--- config.mk ---
export PLATFORM = sky130hd
export DESIGN_NAME = vec_unit
export DESIGN_NICKNAME = d
export VERILOG_FILES = /design/src/vec_pkg.sv /design/src/vec_issue.sv /design/src/vec_lane.sv /design/src/vec_regfile.sv /design/src/vec_unit.sv
export SDC_FILE = /design/constraint.sdc
export NUM_CORES = 2
export LEC_CHECK = 0
export ABC_AREA = 0
export CAP_MARGIN = 20
export CORE_UTILIZATION = 35
export CTS_CLUSTER_DIAMETER = 30
export DETAILED_ROUTE_END_ITERATION = 6
export DONT_BUFFER_PORTS = 1
export GPL_TIMING_DRIVEN = 1
export PLACE_DENSITY = 0.52
export RECOVER_POWER = 50
export SLEW_MARGIN = 30
export SYNTH_ARGS = -nofsm -noshare
export SYNTH_HDL_FRONTEND = slang
export SYNTH_HIERARCHICAL = 1
export SYNTH_SLANG_ARGS = --single-unit
--- constraint.sdc ---
create_clock -name clk -period 17.15 [get_ports clk]
set_clock_uncertainty 0.1 [all_clocks]
set_input_delay 3.43 -clock clk [delete_from_list [all_inputs] [get_ports clk]]
set_output_delay 3.43 -clock clk [all_outputs]
set_load 0.01 [all_outputs]
--- src/vec_pkg.sv ---
// shared widths, opcodes, instruction fields and bus/lane structs for the vector unit
package vec_pkg;

    //////////////////////////////////////////////////////////////////////
    // widths
    //////////////////////////////////////////////////////////////////////
    localparam int xlen       = 32;
    localparam int reg_idx_w  = 3;
    localparam int max_lanes  = 8;
    localparam int lane_idx_w = $clog2(max_lanes);
    localparam int op_w       = 4;

    //////////////////////////////////////////////////////////////////////
    // instruction word layout
    //////////////////////////////////////////////////////////////////////
    localparam int op_lo   = 28;
    localparam int mask_lo = 20;
    localparam int rd_lo   = 17;
    localparam int rs_lo   = 14;
    localparam int rt_lo   = 11;
    localparam int imm_lo  = 0;
    localparam int imm_w   = 11;

    // codes not listed here execute as nop
    typedef enum logic [op_w-1:0] {
        op_nop = 4'h0,
        op_ldi = 4'h1,
        op_add = 4'h2,
        op_sub = 4'h3,
        op_and = 4'h4,
        op_or  = 4'h5,
        op_xor = 4'h6,
        op_sll = 4'h7,
        op_srl = 4'h8
    } alu_op_t;

    //////////////////////////////////////////////////////////////////////
    // wishbone classic
    //////////////////////////////////////////////////////////////////////
    typedef struct packed {
        logic        cyc;
        logic        stb;
        logic        we;
        logic [31:0] adr;
        logic [31:0] dat_w;
    } wb_req_t;

    typedef struct packed {
        logic        ack;
        logic [31:0] dat_r;
    } wb_rsp_t;

    //////////////////////////////////////////////////////////////////////
    // lane traffic
    //////////////////////////////////////////////////////////////////////
    typedef struct packed {
        logic                 valid;
        alu_op_t              op;
        logic                 en;
        logic [reg_idx_w-1:0] rd;
        logic [xlen-1:0]      a;
        logic [xlen-1:0]      b;
        logic [xlen-1:0]      imm;
    } lane_op_t;

    typedef struct packed {
        logic                 we;
        logic [reg_idx_w-1:0] rd;
        logic [xlen-1:0]      data;
    } lane_result_t;

endpackage

--- src/vec_issue.sv ---
// wishbone slave front end: decodes instructions, forwards lane results and dispatches to lanes
`timescale 1ns/1ps

module vec_issue #(
    parameter int num_lanes = 4
) (
    input  logic                                          clk,
    input  logic                                          rstn,
    input  vec_pkg::wb_req_t                              wb_req,
    output vec_pkg::wb_rsp_t                              wb_rsp,
    output vec_pkg::lane_op_t     [num_lanes-1:0]         lane_ops,
    input  vec_pkg::lane_result_t [num_lanes-1:0]         lane_res,
    output logic [vec_pkg::reg_idx_w-1:0]                 rs_idx,
    output logic [vec_pkg::reg_idx_w-1:0]                 rt_idx,
    input  logic [num_lanes-1:0][vec_pkg::xlen-1:0]       rs_data,
    input  logic [num_lanes-1:0][vec_pkg::xlen-1:0]       rt_data,
    output logic [vec_pkg::reg_idx_w-1:0]                 bus_reg,
    output logic [$clog2(num_lanes)-1:0]                  bus_lane,
    input  logic [vec_pkg::xlen-1:0]                      bus_rdata
);

    localparam int lane_w = $clog2(num_lanes);

    logic [31:0]                          instr;
    vec_pkg::alu_op_t                     op;
    logic [vec_pkg::max_lanes-1:0]        mask;
    logic [vec_pkg::reg_idx_w-1:0]        rd;
    logic [vec_pkg::xlen-1:0]             imm;
    logic                                 req;
    logic                                 idle;
    logic                                 accept_w;
    logic                                 ack_set;
    logic                                 ack_q;
    logic [vec_pkg::xlen-1:0]             dat_q;
    logic                                 disp_valid;
    logic [num_lanes-1:0]                 res_busy;
    vec_pkg::lane_op_t [num_lanes-1:0]    disp_d;
    vec_pkg::lane_op_t [num_lanes-1:0]    disp_q;

    //////////////////////////////////////////////////////////////////////
    // decode
    //////////////////////////////////////////////////////////////////////
    assign instr  = wb_req.dat_w;
    assign op     = vec_pkg::alu_op_t'(instr[vec_pkg::op_lo +: vec_pkg::op_w]);
    assign mask   = instr[vec_pkg::mask_lo +: vec_pkg::max_lanes];
    assign rd     = instr[vec_pkg::rd_lo +: vec_pkg::reg_idx_w];
    assign rs_idx = instr[vec_pkg::rs_lo +: vec_pkg::reg_idx_w];
    assign rt_idx = instr[vec_pkg::rt_lo +: vec_pkg::reg_idx_w];
    assign imm    = {{(vec_pkg::xlen - vec_pkg::imm_w){instr[vec_pkg::imm_lo + vec_pkg::imm_w - 1]}},
                     instr[vec_pkg::imm_lo +: vec_pkg::imm_w]};

    // word address is reg * num_lanes + lane
    assign bus_lane = wb_req.adr[lane_w-1:0];
    assign bus_reg  = wb_req.adr[lane_w +: vec_pkg::reg_idx_w];

    // operands, with the lane's own registered result taking priority
    always_comb begin
        for (int i = 0; i < num_lanes; i++) begin
            res_busy[i]   = lane_res[i].we;
            disp_d[i].valid = 1'b1;
            disp_d[i].op  = op;
            disp_d[i].en  = mask[i];
            disp_d[i].rd  = rd;
            disp_d[i].imm = imm;
            disp_d[i].a   = (lane_res[i].we && lane_res[i].rd == rs_idx) ?
                            lane_res[i].data : rs_data[i];
            disp_d[i].b   = (lane_res[i].we && lane_res[i].rd == rt_idx) ?
                            lane_res[i].data : rt_data[i];
        end
    end

    //////////////////////////////////////////////////////////////////////
    // bus handshake and dispatch register
    //////////////////////////////////////////////////////////////////////
    assign req      = wb_req.cyc && wb_req.stb && !ack_q;
    assign idle     = !disp_valid && !(|res_busy);
    assign accept_w = req && wb_req.we;
    // reads wait for the pipeline to drain
    assign ack_set  = req && (wb_req.we || idle);

    always_ff @(posedge clk) begin
        if (!rstn) begin
            ack_q      <= 1'b0;
            disp_valid <= 1'b0;
        end else begin
            ack_q      <= ack_set;
            disp_valid <= accept_w;
        end
    end

    always_ff @(posedge clk) begin
        if (accept_w) begin
            disp_q <= disp_d;
        end
        if (ack_set && !wb_req.we) begin
            dat_q <= bus_rdata;
        end
    end

    always_comb begin
        for (int i = 0; i < num_lanes; i++) begin
            lane_ops[i]       = disp_q[i];
            lane_ops[i].valid = disp_valid;
        end
    end

    assign wb_rsp = '{ack: ack_q, dat_r: dat_q};

    // master must still hold the request while ack is up
    ack_needs_req: assert property (@(posedge clk) disable iff (!rstn)
        wb_rsp.ack |-> wb_req.cyc && wb_req.stb);

endmodule

--- src/vec_lane.sv ---
// one simd lane, executes the dispatched op and registers its masked result
`timescale 1ns/1ps

module vec_lane (
    input  logic                            clk,
    input  logic                            rstn,
    input  logic [vec_pkg::lane_idx_w-1:0]  lane_index,
    input  vec_pkg::lane_op_t               op_in,
    output vec_pkg::lane_result_t           result
);

    localparam int shamt_w = $clog2(vec_pkg::xlen);

    logic [vec_pkg::xlen-1:0]       lane_ext;
    logic [vec_pkg::xlen-1:0]       alu;
    logic                           writes;
    logic                           we_q;
    logic [vec_pkg::reg_idx_w-1:0]  rd_q;
    logic [vec_pkg::xlen-1:0]       data_q;

    assign lane_ext = {{(vec_pkg::xlen - vec_pkg::lane_idx_w){1'b0}}, lane_index};

    always_comb begin
        writes = 1'b1;
        case (op_in.op)
            vec_pkg::op_ldi: alu = op_in.imm + lane_ext;
            vec_pkg::op_add: alu = op_in.a + op_in.b;
            vec_pkg::op_sub: alu = op_in.a - op_in.b;
            vec_pkg::op_and: alu = op_in.a & op_in.b;
            vec_pkg::op_or:  alu = op_in.a | op_in.b;
            vec_pkg::op_xor: alu = op_in.a ^ op_in.b;
            vec_pkg::op_sll: alu = op_in.a << op_in.b[shamt_w-1:0];
            vec_pkg::op_srl: alu = op_in.a >> op_in.b[shamt_w-1:0];
            default: begin
                // nop and unused codes
                alu    = '0;
                writes = 1'b0;
            end
        endcase
    end

    always_ff @(posedge clk) begin
        if (!rstn) begin
            we_q <= 1'b0;
        end else begin
            we_q <= op_in.valid && op_in.en && writes;
        end
    end

    always_ff @(posedge clk) begin
        rd_q   <= op_in.rd;
        data_q <= alu;
    end

    assign result = '{we: we_q, rd: rd_q, data: data_q};

    we_after_valid: assert property (@(posedge clk) disable iff (!rstn)
        result.we |-> $past(op_in.valid));

endmodule

--- src/vec_regfile.sv ---
// vector register file, one write port per lane plus operand and host read ports
`timescale 1ns/1ps

module vec_regfile #(
    parameter int num_lanes = 4
) (
    input  logic                                          clk,
    input  logic                                          rstn,
    input  vec_pkg::lane_result_t [num_lanes-1:0]         lane_res,
    input  logic [vec_pkg::reg_idx_w-1:0]                 rs_idx,
    input  logic [vec_pkg::reg_idx_w-1:0]                 rt_idx,
    output logic [num_lanes-1:0][vec_pkg::xlen-1:0]       rs_data,
    output logic [num_lanes-1:0][vec_pkg::xlen-1:0]       rt_data,
    input  logic [vec_pkg::reg_idx_w-1:0]                 bus_reg,
    input  logic [$clog2(num_lanes)-1:0]                  bus_lane,
    output logic [vec_pkg::xlen-1:0]                      bus_rdata
);

    localparam int num_regs = 2 ** vec_pkg::reg_idx_w;

    logic [num_lanes-1:0][vec_pkg::xlen-1:0] vregs [num_regs];

    //////////////////////////////////////////////////////////////////////
    // write side
    //////////////////////////////////////////////////////////////////////
    // each lane owns its own element column
    always_ff @(posedge clk) begin
        if (!rstn) begin
            for (int r = 0; r < num_regs; r++) begin
                vregs[r] <= '0;
            end
        end else begin
            for (int l = 0; l < num_lanes; l++) begin
                if (lane_res[l].we) begin
                    vregs[lane_res[l].rd][l] <= lane_res[l].data;
                end
            end
        end
    end

    //////////////////////////////////////////////////////////////////////
    // read side
    //////////////////////////////////////////////////////////////////////
    assign rs_data   = vregs[rs_idx];
    assign rt_data   = vregs[rt_idx];
    assign bus_rdata = vregs[bus_reg][bus_lane];

    bus_lane_range: assert property (@(posedge clk) disable iff (!rstn)
        bus_lane < num_lanes);

endmodule

--- src/vec_unit.sv ---
// top level of the vector unit, issue stage feeding a row of lanes and the register file
`timescale 1ns/1ps

module vec_unit #(
    parameter int num_lanes = 4
) (
    input  logic              clk,
    input  logic              rstn,
    input  vec_pkg::wb_req_t  wb_req,
    output vec_pkg::wb_rsp_t  wb_rsp
);

    vec_pkg::lane_op_t     [num_lanes-1:0]        lane_ops;
    vec_pkg::lane_result_t [num_lanes-1:0]        lane_res;
    logic [vec_pkg::reg_idx_w-1:0]                rs_idx;
    logic [vec_pkg::reg_idx_w-1:0]                rt_idx;
    logic [num_lanes-1:0][vec_pkg::xlen-1:0]      rs_data;
    logic [num_lanes-1:0][vec_pkg::xlen-1:0]      rt_data;
    logic [vec_pkg::reg_idx_w-1:0]                bus_reg;
    logic [$clog2(num_lanes)-1:0]                 bus_lane;
    logic [vec_pkg::xlen-1:0]                     bus_rdata;

    vec_issue #(.num_lanes(num_lanes)) u_issue (
        .clk       (clk),
        .rstn      (rstn),
        .wb_req    (wb_req),
        .wb_rsp    (wb_rsp),
        .lane_ops  (lane_ops),
        .lane_res  (lane_res),
        .rs_idx    (rs_idx),
        .rt_idx    (rt_idx),
        .rs_data   (rs_data),
        .rt_data   (rt_data),
        .bus_reg   (bus_reg),
        .bus_lane  (bus_lane),
        .bus_rdata (bus_rdata)
    );

    for (genvar i = 0; i < num_lanes; i++) begin : g_lane
        localparam logic [vec_pkg::lane_idx_w-1:0] idx = i;

        vec_lane u_lane (
            .clk        (clk),
            .rstn       (rstn),
            .lane_index (idx),
            .op_in      (lane_ops[i]),
            .result     (lane_res[i])
        );
    end

    vec_regfile #(.num_lanes(num_lanes)) u_regfile (
        .clk       (clk),
        .rstn      (rstn),
        .lane_res  (lane_res),
        .rs_idx    (rs_idx),
        .rt_idx    (rt_idx),
        .rs_data   (rs_data),
        .rt_data   (rt_data),
        .bus_reg   (bus_reg),
        .bus_lane  (bus_lane),
        .bus_rdata (bus_rdata)
    );

endmodule

# Word-level counts from Yosys, hierarchy flattened
# Memories as Yosys holds them, arrays and structs flattened.
# Cells that the tools add are included.
# op_classes
shifts	8
bitwise	12
mul	0
eq_ne	10
n_addsub	11
div_mod_pow	0
muxes	31
n_lt_le_gt_ge	1
n_reduce_logical	30
# ops
cell	count
$pmux W32 S8	4
$mux W32	9
$add A32 B32 Y32	4
$and A32 B32 Y32	4
$mux W128	1
$or A32 B32 Y32	4
$reduce_or A128 Y1	1
$shl A32 B5 Y32	4
$shr A32 B5 Y32	4
$sub A32 B32 Y32	4
$xor A32 B32 Y32	4
$bmux W32 S2	1
$add A11 B3 Y12 const B	2
$logic_and A1 B1 Y1	22
$eq A4 B3 Y1 const B	4
$mux W1	14
$add A11 B2 Y12 const B	1
$eq A4 B2 Y1 const B	2
$reduce_or A8 Y1	1
$eq A3 B3 Y1	2
$eq A4 B1 Y1 const B	1
$eq A4 B4 Y1 const B	1
$logic_not A1 Y1	4
$mux W4	1
other kinds (4)	4
# totals
reg_bits	447
rom_bits	0
latch_bits	0
n_memories	1
ram_bits	1024
output_inout_bits	33
word_cells	131
# mem_list
memory	words	word_bits	rd	rd_ports_with_merged_regs	wr	line_no	text
u_regfile.vregs	8	128	3	0	8	vec_regfile.sv:21	logic [num_lanes-1:0][vec_pkg::xlen-1:0] vregs [num_regs];

# Logic depth before layout (Yosys ltp)
# logic_depth
word_depth	6
mapped_depth	21
mapped_depth_nobuf	18

# Cells and area by module
# Netlist, hierarchy kept.
# modules_own_cells
mod	area_per_inst_um2	seq_area_each_um2	cells_per_inst	instances
vec_regfile	63540.9	30749.5	4303	1
vec_issue	14994.4	9349.0	792	1
vec_lane (g_lane[1].u_lane)	9300.2	720.7	1263	1
vec_lane (g_lane[2].u_lane)	9128.8	720.7	1208	1
vec_lane (g_lane[3].u_lane)	9042.4	720.7	1178	1
vec_lane (g_lane[0].u_lane)	8919.8	720.7	1198	1
vec_unit	7.5	0.0	2	1

# Worst setup path before layout
# No wires, ideal clock.
# synth_timing
path_kind	input -> register
from	input port wb_req[66] (netlist name)
to	register u_issue.disp_q, in the netlist u_issue/lane_ops[137], enable pin
required_time_ps	16374
slack_ps	6405
arrival_ps	9969
path_stages	3
n_path_buf	0
cell_sequence	nand2_1 nor2_1 and2_1
# synth_between
elab_chain_cells	3
# synth_lines
element	line_no	text
start, declared	vec_unit.sv:9	input vec_pkg::wb_req_t wb_req,
$logic_and A1 B1 Y1 (2 in a row)	vec_issue.sv:75	assign req = wb_req.cyc && wb_req.stb && !ack_q;
$logic_and A1 B1 Y1	vec_issue.sv:77	assign accept_w = req && wb_req.we;
net u_issue.accept_w	vec_issue.sv:31	logic accept_w;
end signal, assigned	vec_issue.sv:93	disp_q <= disp_d;
end, declared	vec_issue.sv:38	vec_pkg::lane_op_t [num_lanes-1:0] disp_q;
# The timed path passes the listed nets, and every way through them passes these cells.
# A chain may end at the register's enable or synchronous reset.

# Worst setup path after layout
# layout_timing
from	register u_issue.disp_q, in the netlist u_issue/lane_ops[347]
to	register g_lane[3].u_lane/data_q[31] (netlist name)
# layout_between
elab_chain_cells	2
word_cells_on_any_way	5
classes_between	add/sub (2); shift (2); mux (1)
# layout_lines
element	line_no	text
$sub A32 B32 Y32 (tied with other cells)	vec_lane.sv:28	vec_pkg::op_sub: alu = op_in.a - op_in.b;
$pmux W32 S8 (*)	vec_lane.sv:25	case (op_in.op)
net g_lane[3].u_lane.alu (one bit)	vec_lane.sv:15	logic [vec_pkg::xlen-1:0] alu;
end signal, assigned	vec_lane.sv:52	data_q <= alu;
end, declared	vec_lane.sv:19	logic [vec_pkg::xlen-1:0] data_q;
# The timed path passes the listed nets; every way through them passes the cells marked *.

==> impl_metrics.yaml <==
synthesis:
  synth_area_um2: 115000
  syn_inst: 9944
  ys_types: 126
  yosysTopAreaCell: "edfxtp_1"
  synth_area_leaders: "edfxtp_1 (35%), mux4_2 (7.9%), mux2i_1 (6.7%)"
  async_reset_ff_share_pct: 0
  yosysTopAreaCellShare_pct: 34.9
  synth-seq-cells: 1480
  yosysWarnings: 6
  ys.flop_type: "edfxtp_1"
  yosysMostFrequentCell: "edfxtp_1"
  avgSynthCellArea_um2: 11.6
  synth-edff-count: 1334
  synth_commonest_cells: "edfxtp_1 (1334), and2_1 (1046), mux2i_1 (766)"
  yosysSeqAreaShare_pct: 37.4
critical_path:
  cp-start-kind: "register"
  cp-end-kind: "register"
  cp_data_required_time_ns: 17.73
  crit_type: "reg -> reg"
  ff2ff_setup_slack_ns: 8.14
  arrival_ns: 9.60
  reg2reg_to: "g_lane[3].u_lane/data_q[31]"
  rr_startpoint: "u_issue/lane_ops[347]"
  cp_slowest_stage_delay_ns: 1.86
  worstPathCellList: "clkbuf_1, clkbuf_1, inv_1, ha_1, nand3_2, o31ai_1, xnor2_1, ha_1, and4_1, o2111ai_1, a21oi_1, o2111ai_2, a31oi_2, a211oi_4, o311ai_1"
  r2r_cells: 15
  cp_max_fo: 41
  cp_slowest_cell: "clkbuf_1"
placed_design:
  hpwl_um: 280000
  place_inst: 13600
  place_area_um2: 117000
  gp_congestion: 0.965
  port_buffers: 0
outcome:
  violations: "design-rule violations, max-capacitance violations, max-slew violations"
  status: "complete, but fails checks"
cts:
  ctsResizeCount: 0
  cts_root_buffer: "clkbuf_16"
  htree_levels: 5
  cts_tree: "yes"
  clk_pin_slew_worst_paths_ns: 0.05
  cts_buffers: 349
  insertion_delay_ns: 0.89
  cts_hold_buffers: 0
  cts_setup_buffers: 0
  cts_buffer_depth: 4
  clock-sinks: 1480
routing:
  dr.pass1.iters: 7
  wl_per_cell_um: 30.6
  vias: 86500
  totalWireLength_um: 437000
  ant_nets: 0
  vias_per_cell: 6.05
  drtIter0Drc: 8478
  drc: 1
global_routing:
  grt_pass1_wl_um: 619000
  met1_usage_pct: 32.6
  antenna_found_initial: 22
  grt_overflow: 0
  grt_use_total_pct: 25.5
  grt_pass1_vias: 85300
  grt_max_degree: 261
  top_usage_layer: "met2"
  use_met3_pct: 3.89
  use_met2_pct: 42.0
layout:
  drive_gt1_share_pct: 18.6
  fillers: 31200
  fin_area_um2: 129000
  fin_nets: 10100
  final_cell_count_no_fill: 14300
  syn2layout_area_growth_pct: 12.4
floorplanning:
  start_util_pct: 35.2
  pin_count: 102
  die_area_um2: 331000
  die_w_um: 575
  rows: 210
  die_y_um: 575
  coreArea_um2: 327000
timing:
  hold_ws_ns: 0.554
  worst_slew_pin_slew_ns: 3.90
  slew_violations: 1700
  setup_violations: 0
  slew_headroom_pct: -163
  post-route-min-period_ns: 9.01
  setup_tns_ns: 0
  rsz0062_at_grt: "no"
  fmax_mhz: 111
  period_share_pct: 52.6
  finalHoldViolations: 0
hold_path:
  hp-start: "u_issue/ack_q"
  worstHoldEndpoint: "u_issue/ack_q"
  min_path_cells: 2
  hold_path.class: "reg -> reg"
pwr:
  vdd_drop_max_mv: 0.0854
  p_leak_nw: 50.3
  power_frac_seq_pct: 34.3
  comb_power_share_pct: 11.4
  powerDensity_nw_per_um2: 96.5
  switching_share_pct: 25.4
  internal_power_mw: 9.30
  clock_power_share_pct: 54.3
  p_sw_mw: 3.17
flow_run:
  maxCapViolCount: 58
==> worst max path at each step <==
stage / slack [ns] / cells past startpoint / endpoint / start
final: 8.14 / 15 / g_lane[3].u_lane/data_q[31] / u_issue/lane_ops[347]
after global routing: 7.42 / 15 / g_lane[3].u_lane/data_q[31] / u_issue/lane_ops[347]
after CTS: 9.82 / 8 / u_issue/dat_q[14] / wb_req[35]
after detailed placement: 8.88 / 8 / u_issue/dat_q[14] / wb_req[35]
after global placement: 8.94 / 8 / u_issue/dat_q[21] / wb_req[35]
after floorplan: 6.40 / 3 / u_issue/lane_ops[137] / wb_req[66]
==> sequential cells by signal (all words and copies together), names as in the netlist <==
register and flops:
u_issue/lane_ops 278, u_issue/ack_q 1, u_regfile/vregs 1024, u_issue/dat_q 32
g_lane.u_lane/data_q 128, g_lane.u_lane/rd_q 12, u_issue/disp_valid 1, g_lane.u_lane/we_q 4
==> layer usage <==
| metal | vias to the layer above | wire length, µm |
|---|---|---|
| li1 | 37300 | - |
| met1 | 44200 | 176000 |
| met2 | 4021 | 205000 |
| met3 | 914 | 31400 |
| met4 | 14 | 24800 |
| met5 | - | 82 |
==> placed cells by master, fill, tap and decap left out, drive strengths merged, types with 28 or more instances in the layout <==
cell type	synthesis	final
nand3	207	207
mux4	670	670
nand4	70	70
o211ai	56	56
bufinv	0	47
buf	488	164
mux2i	766	766
mux2	565	565
edfxtp	1334	1334
xor2	84	84
clkinv	4	113
a22o	70	70
ha	400	400
o21ai	344	344
and3	49	49
and2	1051	1051
a21oi	452	452
nor3	130	130
dfxtp	146	146
o221ai	42	42
a221o	28	28
inv	313	341
o31ai	36	36
clkbuf	388	462
a31oi	76	76
nand2b	46	46
a222oi	30	30
or3	28	28
a221oi	74	74
nand2	501	501
nor2b	32	32
clkinvlp	0	41
xnor2	258	258
a21o	62	62
a22oi	139	139
o22ai	45	45
a211oi	71	71
nor2	592	592
==> cell families after synthesis <==
| family | Yosys count | synth area share, % |
|---|---|---|
| other | 2 | 0.00653 |
| buffers and inverters | 1194 | 5.71 |
| muxes | 2001 | 27.0 |
| AOI/OAI and AO/OA | 1712 | 9.96 |
| xor gates and xnor gates | 342 | 2.61 |
| and+or+nand+nor | 2805 | 12.8 |
| DFF | 1480 | 37.4 |
| adders and majority gates | 408 | 4.49 |
==> metrics by stage <==
step,setup WS [ns],total power [mW],util (%)
after CTS,9.82,12.5,39.6
after floorplan,6.40,5.32,-
after global placement,8.94,5.68,35.9
final,8.14,12.5,39.5
after detailed placement,8.88,5.70,35.9
after global routing,7.42,12.8,39.5
==> worst max-delay path, delay by kind of cell, from the launching register on <==
kind	cells	cell delay (ns)
adder cells (fa/ha/maj)	2	0.97
flip-flops	1	0.32
buffers and inverters	3	4.58
AND/OR/NAND/NOR	2	0.41
AO/OA/AOI/OAI	7	2.26
XOR/XNOR	1	0.14
==> power groups by stage <==
| stage | Combinational (mW) | Clock [mW] | Sequential [mW] |
|---|---|---|---|
| finish | 1.42 | 6.77 | 4.27 |
| floorplan | 1.07 | 0 | 4.25 |
| detailed placement | 1.38 | 0 | 4.32 |
| global route | 1.50 | 7.03 | 4.29 |
| global placement | 1.36 | 0 | 4.31 |
| CTS | 1.38 | 6.85 | 4.26 |
==> area by class of cell <==
| cell class | instances | area, µm² | share of cell area [%] |
|---|---|---|---|
| multi-input cells | 7284 | 65900 | 51.0 |
| well taps | 4346 | 5440 | 4.21 |
| inverters | 317 | 1190 | 0.921 |
| repair buffers | 211 | 1550 | 1.20 |
| diodes | 13 | 32.5 | 0.0252 |
| clock inverters | 225 | 2740 | 2.12 |
| clock buffers | 415 | 9300 | 7.20 |
| flip-flops and latches | 1480 | 43000 | 33.3 |
Power figures use the tool's default switching activity.
